[src/hw/isaPkg.sv]
`default_nettype none

package isaPkg;

	//////////////////////////////
	// primary opcodes, bits 31:26
	//////////////////////////////

	// special, decoded further by funct
	localparam logic [5:0] OP_R   = 6'b000000;
	localparam logic [5:0] OP_ORI = 6'b001101;
	localparam logic [5:0] OP_LUI = 6'b001111;
	localparam logic [5:0] OP_LW  = 6'b100011;
	localparam logic [5:0] OP_SW  = 6'b101011;
	localparam logic [5:0] OP_BEQ = 6'b000100;
	localparam logic [5:0] OP_JAL = 6'b000011;

	// funct codes under OP_R
	localparam logic [5:0] FUNCT_ADD = 6'b100000;
	localparam logic [5:0] FUNCT_SUB = 6'b100010;
	localparam logic [5:0] FUNCT_JR  = 6'b001000;

	//////////////////////////////
	// instruction fields
	//////////////////////////////

	// low bit of each field
	localparam int OP_LSB    = 26;
	localparam int RS_LSB    = 21;
	localparam int RT_LSB    = 16;
	localparam int RD_LSB    = 11;
	localparam int FUNCT_LSB = 0;
	localparam int IMM16_LSB = 0;

	// register number
	typedef logic [4:0] regIdx;

	// $0 doubles as "no write" in the hazard logic
	localparam regIdx REG_ZERO = 5'd0;
	// link register for jal
	localparam regIdx REG_RA   = 5'd31;

endpackage

`default_nettype wire

[src/hw/ctrlPkg.sv]
`default_nettype none

package ctrlPkg;

	//////////////////////////////
	// pipeline timing
	//////////////////////////////

	// cycles until a value is needed (Tuse) or ready (Tnew)
	typedef logic [1:0] tTime;

	// tuse for an operand the instruction never reads
	localparam tTime TUSE_NEVER = 2'd3;

	//////////////////////////////
	// datapath select codes
	//////////////////////////////

	// next pc source
	typedef logic [1:0] jumpSel;
	localparam jumpSel JUMP_ADDER  = 2'b00;
	localparam jumpSel JUMP_IMM16  = 2'b01;
	localparam jumpSel JUMP_IMM26  = 2'b10;
	localparam jumpSel JUMP_RDATA1 = 2'b11;

	// alu operation
	typedef logic [2:0] aluOp;
	localparam aluOp ALU_ADD = 3'b000;
	localparam aluOp ALU_SUB = 3'b001;
	localparam aluOp ALU_OR  = 3'b010;
	localparam aluOp ALU_LUI = 3'b011;
	// swc kept in the code space of the full ALU
	localparam aluOp ALU_SWC = 3'b100;

	// alu second operand
	typedef logic [1:0] data2Sel;
	localparam data2Sel DATA2_RDATA2   = 2'b00;
	localparam data2Sel DATA2_EXT      = 2'b01;
	localparam data2Sel DATA2_ZERO_EXT = 2'b10;

	// register write data
	typedef logic [1:0] wdataSel;
	localparam wdataSel WDATA_ANS   = 2'b00;
	localparam wdataSel WDATA_RDATA = 2'b01;
	localparam wdataSel WDATA_ADDER = 2'b10;

	// operand source for rs and rt
	typedef logic [2:0] fwdSel;
	localparam fwdSel FWD_GRF    = 3'd0;
	localparam fwdSel FWD_FROM_E = 3'd1;
	localparam fwdSel FWD_FROM_M = 3'd2;
	localparam fwdSel FWD_FROM_W = 3'd3;
	// writer in flight but not done, resolved further down
	localparam fwdSel FWD_LATE   = 3'd4;

	// controls carried into E
	typedef struct packed {
		aluOp          aluOp;
		data2Sel       data2Sel;
		wdataSel       wdataSel;
		isaPkg::regIdx wreg;
		logic          grfWe;
		logic          dmWe;
		logic          isLoad;
		logic          isStore;
		logic [15:0]   imm16;
	} execCtrl;

endpackage

`default_nettype wire

[src/hw/hazardIf.sv]
`timescale 1ns/1ns
`default_nettype none

//////////////////////////////
// operand use of the D instruction
//////////////////////////////

interface regUseIf
	import isaPkg::*, ctrlPkg::*;
();
	// source register numbers, raw fields
	regIdx rs;
	regIdx rt;
	// cycles until each is read
	tTime  tUseRs;
	tTime  tUseRt;

	modport src (output rs, rt, tUseRs, tUseRt);
	modport dst (input rs, rt, tUseRs, tUseRt);
endinterface

//////////////////////////////
// writers in flight
//////////////////////////////

interface stageIf
	import isaPkg::*, ctrlPkg::*;
();
	// destination per stage, 0 for no write
	regIdx eReg;
	tTime  eTnew;
	regIdx mReg;
	tTime  mTnew;
	// W result always ready
	regIdx wReg;

	modport src (output eReg, eTnew, mReg, mTnew, wReg);
	modport dst (input eReg, eTnew, mReg, mTnew, wReg);
endinterface

`default_nettype wire

[src/hw/decodeStage.sv]
`timescale 1ns/1ns
`default_nettype none

module decodeStage
	import isaPkg::*, ctrlPkg::*;
(
	input  wire logic        clk,
	input  wire logic        reset,
	input  wire logic [31:0] instr,
	input  wire logic        instrValid,
	// D stage, same cycle as instr
	output logic             stall,
	output fwdSel            rsFwd,
	output fwdSel            rtFwd,
	output ctrlPkg::jumpSel  jumpSelD,
	// E stage, one clock later
	output logic             eValid,
	output aluOp             eAluOp,
	output data2Sel          eData2Sel,
	output wdataSel          eWdataSel,
	output regIdx            eWreg,
	output logic             eGrfWe,
	output logic             eDmWe,
	output logic [15:0]      eImm16
);

	execCtrl ctrlD;
	execCtrl eCtrl;
	regIdx   destReg;
	tTime    eTnewD;
	tTime    mTnewD;

	regUseIf useBus();
	stageIf  stageBus();

	//////////////////////////////
	// D stage blocks
	//////////////////////////////

	instrDecoder uDecoder (
		.instr   (instr),
		.uses    (useBus.src),
		.ctrl    (ctrlD),
		.jumpSel (jumpSelD),
		.destReg (destReg),
		.eTnew   (eTnewD),
		.mTnew   (mTnewD)
	);

	stageTracker uTracker (
		.clk        (clk),
		.reset      (reset),
		.instrValid (instrValid),
		.stall      (stall),
		.destReg    (destReg),
		.eTnewIn    (eTnewD),
		.mTnewIn    (mTnewD),
		.stages     (stageBus.src)
	);

	hazardResolver uResolver (
		.uses   (useBus.dst),
		.stages (stageBus.dst),
		.stall  (stall),
		.rsFwd  (rsFwd),
		.rtFwd  (rtFwd)
	);

	//////////////////////////////
	// E stage register
	//////////////////////////////

	// same issue rule as the tracker, bubble otherwise
	always_ff @(posedge clk) begin
		if (reset || !instrValid || stall) begin
			eCtrl  <= '0;
			eValid <= 1'b0;
		end else begin
			eCtrl  <= ctrlD;
			eValid <= 1'b1;
		end
	end

	assign eAluOp    = eCtrl.aluOp;
	assign eData2Sel = eCtrl.data2Sel;
	assign eWdataSel = eCtrl.wdataSel;
	assign eWreg     = eCtrl.wreg;
	assign eGrfWe    = eCtrl.grfWe;
	assign eDmWe     = eCtrl.dmWe;
	assign eImm16    = eCtrl.imm16;

endmodule

`default_nettype wire

[src/hw/hazardResolver.sv]
`timescale 1ns/1ns
`default_nettype none

module hazardResolver
	import isaPkg::*, ctrlPkg::*;
(
	regUseIf.dst  uses,
	stageIf.dst   stages,
	output logic  stall,
	output fwdSel rsFwd,
	output fwdSel rtFwd
);

	// local copies of the in-flight writers
	regIdx eReg;
	tTime  eTnew;
	regIdx mReg;
	tTime  mTnew;
	regIdx wReg;

	assign eReg  = stages.eReg;
	assign eTnew = stages.eTnew;
	assign mReg  = stages.mReg;
	assign mTnew = stages.mTnew;
	assign wReg  = stages.wReg;

	//////////////////////////////
	// stall
	//////////////////////////////

	// needed sooner than any forward can supply it
	function automatic logic needsStall(input regIdx r, input tTime tUse,
		input regIdx er, input tTime et, input regIdx mr, input tTime mt);
		logic hitE;
		logic hitM;
		hitE = (r == er) && (tUse < et);
		hitM = (r == mr) && (tUse < mt);
		return (r != REG_ZERO) && (hitE || hitM);
	endfunction

	assign stall = needsStall(uses.rs, uses.tUseRs, eReg, eTnew, mReg, mTnew) ||
		needsStall(uses.rt, uses.tUseRt, eReg, eTnew, mReg, mTnew);

	//////////////////////////////
	// operand source
	//////////////////////////////

	// youngest writer wins, E before M before W
	function automatic fwdSel pickSource(input regIdx r, input regIdx er, input tTime et,
		input regIdx mr, input tTime mt, input regIdx wr);
		fwdSel sel;
		if (r == REG_ZERO)
			sel = FWD_GRF;
		else if (r == er)
			sel = (et == 2'd0) ? FWD_FROM_E : FWD_LATE;
		else if (r == mr)
			sel = (mt == 2'd0) ? FWD_FROM_M : FWD_LATE;
		else if (r == wr)
			sel = FWD_FROM_W;
		else
			sel = FWD_GRF;
		return sel;
	endfunction

	assign rsFwd = pickSource(uses.rs, eReg, eTnew, mReg, mTnew, wReg);
	assign rtFwd = pickSource(uses.rt, eReg, eTnew, mReg, mTnew, wReg);

endmodule

`default_nettype wire

[src/hw/instrDecoder.sv]
`timescale 1ns/1ns
`default_nettype none

module instrDecoder
	import isaPkg::*, ctrlPkg::*;
(
	input  wire logic [31:0]    instr,
	regUseIf.src                uses,
	output execCtrl             ctrl,
	output ctrlPkg::jumpSel     jumpSel,
	output regIdx               destReg,
	output tTime                eTnew,
	output tTime                mTnew
);

	//////////////////////////////
	// fields
	//////////////////////////////

	logic [5:0]  opcode;
	logic [5:0]  funct;
	regIdx       rs;
	regIdx       rt;
	regIdx       rd;

	assign opcode = instr[OP_LSB +: 6];
	assign funct  = instr[FUNCT_LSB +: 6];
	assign rs     = instr[RS_LSB +: 5];
	assign rt     = instr[RT_LSB +: 5];
	assign rd     = instr[RD_LSB +: 5];

	// one flag per instruction
	logic isAdd, isSub, isOri, isLui, isLw, isSw, isBeq, isJal, isJr;

	assign isAdd = (opcode == OP_R) && (funct == FUNCT_ADD);
	assign isSub = (opcode == OP_R) && (funct == FUNCT_SUB);
	assign isJr  = (opcode == OP_R) && (funct == FUNCT_JR);
	assign isOri = (opcode == OP_ORI);
	assign isLui = (opcode == OP_LUI);
	assign isLw  = (opcode == OP_LW);
	assign isSw  = (opcode == OP_SW);
	assign isBeq = (opcode == OP_BEQ);
	assign isJal = (opcode == OP_JAL);

	//////////////////////////////
	// next pc source
	//////////////////////////////

	always_comb begin
		if (isBeq)
			jumpSel = JUMP_IMM16;
		else if (isJal)
			jumpSel = JUMP_IMM26;
		else if (isJr)
			jumpSel = JUMP_RDATA1;
		else
			jumpSel = JUMP_ADDER;
	end

	//////////////////////////////
	// execute controls
	//////////////////////////////

	always_comb begin
		ctrl = '0;
		// alu op, loads and stores compute address by add
		if (isSub)
			ctrl.aluOp = ALU_SUB;
		else if (isOri)
			ctrl.aluOp = ALU_OR;
		else if (isLui)
			ctrl.aluOp = ALU_LUI;
		else
			ctrl.aluOp = ALU_ADD;
		// second operand
		if (isLui || isLw || isSw)
			ctrl.data2Sel = DATA2_EXT;
		else if (isOri)
			ctrl.data2Sel = DATA2_ZERO_EXT;
		else
			ctrl.data2Sel = DATA2_RDATA2;
		// write data, jal links pc+8 from the adder
		if (isLw)
			ctrl.wdataSel = WDATA_RDATA;
		else if (isJal)
			ctrl.wdataSel = WDATA_ADDER;
		else
			ctrl.wdataSel = WDATA_ANS;
		// destination, zero when nothing is written
		if (isAdd || isSub)
			ctrl.wreg = rd;
		else if (isOri || isLui || isLw)
			ctrl.wreg = rt;
		else if (isJal)
			ctrl.wreg = REG_RA;
		else
			ctrl.wreg = REG_ZERO;
		ctrl.grfWe   = isAdd || isSub || isOri || isLui || isLw || isJal;
		ctrl.dmWe    = isSw;
		ctrl.isLoad  = isLw;
		ctrl.isStore = isSw;
		ctrl.imm16   = instr[IMM16_LSB +: 16];
	end

	assign destReg = ctrl.wreg;

	//////////////////////////////
	// tuse and tnew
	//////////////////////////////

	assign uses.rs = rs;
	assign uses.rt = rt;

	// rs read in E by alu users, in D by branch and jr
	assign uses.tUseRs = (isAdd || isSub || isOri || isLw || isSw) ? 2'd1 :
		(isBeq || isJr) ? 2'd0 : TUSE_NEVER;
	// store data is needed only in M
	assign uses.tUseRt = (isAdd || isSub) ? 2'd1 :
		isSw ? 2'd2 :
		isBeq ? 2'd0 : TUSE_NEVER;

	// alu results ready after E, load data after M
	assign eTnew = (isAdd || isSub || isOri || isLui) ? 2'd1 :
		isLw ? 2'd2 : 2'd0;
	assign mTnew = isLw ? 2'd1 : 2'd0;

endmodule

`default_nettype wire

[src/hw/stageTracker.sv]
`timescale 1ns/1ns
`default_nettype none

module stageTracker
	import isaPkg::*, ctrlPkg::*;
(
	input  wire logic clk,
	input  wire logic reset,
	input  wire logic instrValid,
	input  wire logic stall,
	input  wire regIdx destReg,
	input  wire tTime eTnewIn,
	input  wire tTime mTnewIn,
	stageIf.src       stages
);

	// D instruction moves into E this edge
	logic  issue;

	// E slot, with the tnew it will carry into M
	regIdx eReg;
	tTime  eTnew;
	tTime  eMTnew;
	// M and W slots
	regIdx mReg;
	tTime  mTnew;
	regIdx wReg;

	assign issue = instrValid && !stall;

	//////////////////////////////
	// stage advance
	//////////////////////////////

	always_ff @(posedge clk) begin
		if (reset) begin
			eReg   <= REG_ZERO;
			eTnew  <= 2'd0;
			eMTnew <= 2'd0;
			mReg   <= REG_ZERO;
			mTnew  <= 2'd0;
			wReg   <= REG_ZERO;
		end else begin
			if (issue) begin
				eReg   <= destReg;
				eTnew  <= eTnewIn;
				eMTnew <= mTnewIn;
			end else begin
				// bubble, never matches an operand
				eReg   <= REG_ZERO;
				eTnew  <= 2'd0;
				eMTnew <= 2'd0;
			end
			// M tnew comes from decode, not a decrement
			mReg  <= eReg;
			mTnew <= eMTnew;
			wReg  <= mReg;
		end
	end

	assign stages.eReg  = eReg;
	assign stages.eTnew = eTnew;
	assign stages.mReg  = mReg;
	assign stages.mTnew = mTnew;
	assign stages.wReg  = wReg;

endmodule

`default_nettype wire

[config.mk]
export PLATFORM = sky130hd
export DESIGN_NAME = decodeStage
export DESIGN_NICKNAME = d
export VERILOG_FILES = /design/src/hw/isaPkg.sv /design/src/hw/ctrlPkg.sv /design/src/hw/hazardIf.sv /design/src/hw/decodeStage.sv /design/src/hw/hazardResolver.sv /design/src/hw/instrDecoder.sv /design/src/hw/stageTracker.sv
export SDC_FILE = /design/constraint.sdc
export NUM_CORES = 1
export LEC_CHECK = 0
export BUFFER_PORTS_ARGS = -buffer_cell sky130_fd_sc_hd__buf_4
export CORE_ASPECT_RATIO = 0.7
export CORE_MARGIN = 3
export CORE_UTILIZATION = 45
export DETAILED_ROUTE_END_ITERATION = 10
export PLACE_DENSITY = 0.71
export SLEW_MARGIN = 20
export SYNTH_ARGS = -nofsm -noshare
export SYNTH_HDL_FRONTEND = slang
export SYNTH_SLANG_ARGS = --single-unit
[constraint.sdc]
create_clock -name clk -period 2.8 [get_ports clk]
set_input_delay 0.42 -clock clk [delete_from_list [all_inputs] [get_ports clk]]
set_output_delay 0.42 -clock clk [all_outputs]
set_load 0.005 [all_outputs]
==> results.sh <==
export IMPL_max_cap_violations=0
export IMPL_placedCellCount=379
export IMPL_dpl_hpwl_um=4290
export IMPL_setup_tns_ps=0
export IMPL_fin_total_pwr_mw=1.30
export IMPL_crit_slowest_cell="or4b_1"
export IMPL_ir_drop_mv=0.341
export IMPL_ys_ff_latch=49
export IMPL_drt_iter0_markers=92
export IMPL_synth_fp_nets=282
export IMPL_dr_total_vias=1949
export IMPL_syn2layout_area_growth_pct=32.7
export IMPL_cpMostUsedCell="buf_4"
export IMPL_drc_errors=0
export IMPL_maxSlewHeadroom_pct=44.0
export IMPL_power_frac_clock_pct=33.3
export IMPL_postCtsSetupBuffers=0
export IMPL_required_ps=2380
export IMPL_cts_hold_buf=0
export IMPL_ys_seq_area_share_pct=44.5
export IMPL_cts_resized=0
export IMPL_finalCritPeriodShare_pct=93.5
export IMPL_grt_max_degree=25
export IMPL_cell_internal_pwr_mw=0.987
export IMPL_port_buffer_count=73
export IMPL_grt_first_pass_wirelength_um=8690
export IMPL_antenna_cells=0
export IMPL_clkSinkCount=49
export IMPL_p_per_area_mw_per_mm2=444
export IMPL_drt_wl_total_um=5480
export IMPL_postSynthAreaPerCell_um2=9.00
export IMPL_synthArstFlopShare_pct=0
export IMPL_row_count=20
export IMPL_grtUsageTotal_pct=19.5
export IMPL_yosysTopAreaCellShare_pct=44.5
export IMPL_skew_ps=4.59
export IMPL_fin_crit_ps=2620
export IMPL_drt_pass1_iter_count=4
export IMPL_htree_levels=2
export IMPL_p_leak_nw=1.28
export IMPL_fin_ws_ps=181
export IMPL_yosys_most_used_dff="dfxtp_1"
export IMPL_cts_tree="done"
export IMPL_fp_dieH_um=64.6
export IMPL_yosysWarnings=0
export IMPL_initial_core_util_pct=48.7
export IMPL_core_area_mm2=0.00453
export IMPL_path_cells="buf_4 -> nor4_2 -> nand3b_1 -> a21o_1 -> ha_1 -> o21ai_0 -> or4b_1 -> nand3_2 -> buf_4"
export IMPL_syn_cell_area_mm2=0.00220
export IMPL_fmax_mhz=382
export IMPL_wl_per_cell_um=14.2
export IMPL_power_switching_mw=0.312
export IMPL_cp_top_family="simple AND/OR/NAND/NOR gates"
export IMPL_first_global_vias=1841
export IMPL_seqPwrFrac_pct=54.8
export IMPL_clk_pin_slew_ps=90
export IMPL_clk_latency_ps=300
export IMPL_rsz0062_at_grt="false"
export IMPL_syn_inst=245
export IMPL_path_buf_inv=2
export IMPL_grt_antenna_before_repair=0
export IMPL_dpl_worst_slack_ps=126
export IMPL_root_buffer="clkbuf_8"
export IMPL_place_congestion=0.880
export IMPL_crit_path_max_fanout=8
export IMPL_cts_buffers=5
export IMPL_report_final_slew_viol_count=0
export IMPL_final_nets=357
export IMPL_worst_setup_path_end_kind="output port"
export IMPL_tightest_slew_ps=841
export IMPL_layout_drive_gt1_share_pct=32.1
export IMPL_final_antenna_net_count=0
export IMPL_pwr_share_comb_pct=11.9
export IMPL_clockBufferDepth=2
export IMPL_setup_viol=0
export IMPL_fin_area_mm2=0.00293
export IMPL_place_area_mm2=0.00282
export IMPL_start_kind="primary input"
export IMPL_synth_top_area_cell="dfxtp_1"
export IMPL_ioPinCount=75
export IMPL_synth_edf_count=0
export IMPL_final_cells=387
export IMPL_die_x_um=89.7
export IMPL_max_stage_delay_ps=460
export IMPL_hold_path_class="in -> reg"
export IMPL_via_per_inst=5.04
export IMPL_synthTopCellsByArea="dfxtp_1, xnor2_1, xor2_1, nor2_1, nor3_1"
export IMPL_dieArea_mm2=0.00579
export IMPL_synth_cell_types=44
export IMPL_overflow=0
export IMPL_path_class="in -> out"
export IMPL_status="completed"
export IMPL_hold_viol=0
export IMPL_p_sw_share_pct=24.0
export IMPL_arrival_ps=2200
[metal layers]
| layer | wire, µm | vias to the layer above | track usage [%] | share of wire, % |
|---|---|---|---|---|
| met5 | 0 | - | 0 | 0 |
| met4 | 13 | 0 | 3.72 | 0.24 |
| met3 | 460 | 2 | 5.84 | 8.4 |
| met2 | 2500 | 79 | 30.2 | 46 |
| met1 | 2510 | 892 | 26.9 | 46 |
| li1 | - | 976 | - | - |
[power by group through the flow]
| stage | clock (mW) | sequential, mW | combinational [mW] |
|---|---|---|---|
| 2_1_floorplan | 0 | 0.731 | 0.0648 |
| 3_3_place_gp | 0 | 0.729 | 0.151 |
| 3_5_place_dp | 0 | 0.729 | 0.153 |
| 4_1_cts | 0.442 | 0.713 | 0.154 |
| 5_1_grt | 0.474 | 0.714 | 0.169 |
| 6_report | 0.433 | 0.713 | 0.154 |
[worst reg2reg max path: stages, from the launching register on]
cell and delay [ps]:
dfxtp_1 350, xor2_1 180, nor3_2 200, nand3_2 170, or4b_1 550, nand3_2 100
buf_4 270, nor3_1 100
[Yosys cell counts, drive strengths merged (2+ instances only)]
cell	number
and4	3
nand2	21
o21ai	3
nor2b	15
xor2	15
nor4	9
buf	7
a221oi	5
ha	2
or2	3
mux2i	2
nor3	20
dfxtp	49
nor2	36
clkbuf	5
xnor2	15
nand2b	2
inv	5
a21oi	3
nand3	6
or4	3
[layout make-up]
class,count,area [µm²]
timing repair buffer,80,601
multi-input combinational,179,1150
inverter,5,18.8
clock inverter,2,13.8
fill,411,1600
sequential,49,981
tap,66,82.6
clock buffer,6,82.6
[final timing paths]
check / slack (ps) / to / depth (start not counted) / startpoint
min reg2reg: 460 / uTracker.stages.mTnew[0]$_SDFF_PP0_ / 1 / uTracker.eMTnew[0]$_SDFF_PP0_
max: 180 / stall / 9 / instr[28]
max reg2reg: 740 / uTracker.stages.eReg[0]$_SDFF_PP0_ / 7 / uTracker.stages.eReg[0]$_SDFF_PP0_
min: 320 / eData2Sel[1]$_SDFF_PP0_ / 2 / instr[27]
[state kept, by name (all words and copies together) (netlist names), 2 cells and up]
name                   cells
uTracker.stages.mReg       5
eImm16                    16
eData2Sel                  2
uTracker.stages.eTnew      2
eWreg                      5
uTracker.stages.wReg       5
eWdataSel                  2
eAluOp                     2
uTracker.stages.eReg       5
[cells by family after synthesis]
kind of cell | Yosys count | synth area share [%]
multiplexers | 2 | 0.908
XOR/XNOR | 30 | 11.9
AND/OR/NAND/NOR | 124 | 30.2
adder cells (fa/ha/maj) | 2 | 1.13
flip-flops | 49 | 44.5
other | 1 | 0.170
buffers and inverters | 17 | 3.97
AO/OA/AOI/OAI | 20 | 7.21
[cells in the final DEF (no fill, tap or decap), types with 2 or more instances in the layout]
master and n:
nor3_1 18, or2_2 3, nand2_1 21, nor2_4 2, nor2b_1 15, o21ai_0 3
xor2_1 15, mux2i_1 2, and4_1 3, a221oi_1 5, clkbuf_8 6, nor3_2 2
inv_1 5, buf_4 80, nand3_2 2, a21oi_1 3, ha_1 2, nand3_1 4
xnor2_1 15, nor2_1 34, nor4_2 2, dfxtp_1 49, or4_4 2, nand2b_1 2
nor4_1 7
[through the flow]
stage / utilization [%] / hold WS, ps
2_1_floorplan: - / 414
3_3_place_gp: 62.2 / 429
3_5_place_dp: 62.2 / 425
4_1_cts: 64.4 / 313
5_1_grt: 64.6 / 317
6_report: 64.6 / 322
No activity file was read; power rests on OpenSTA's default activity.
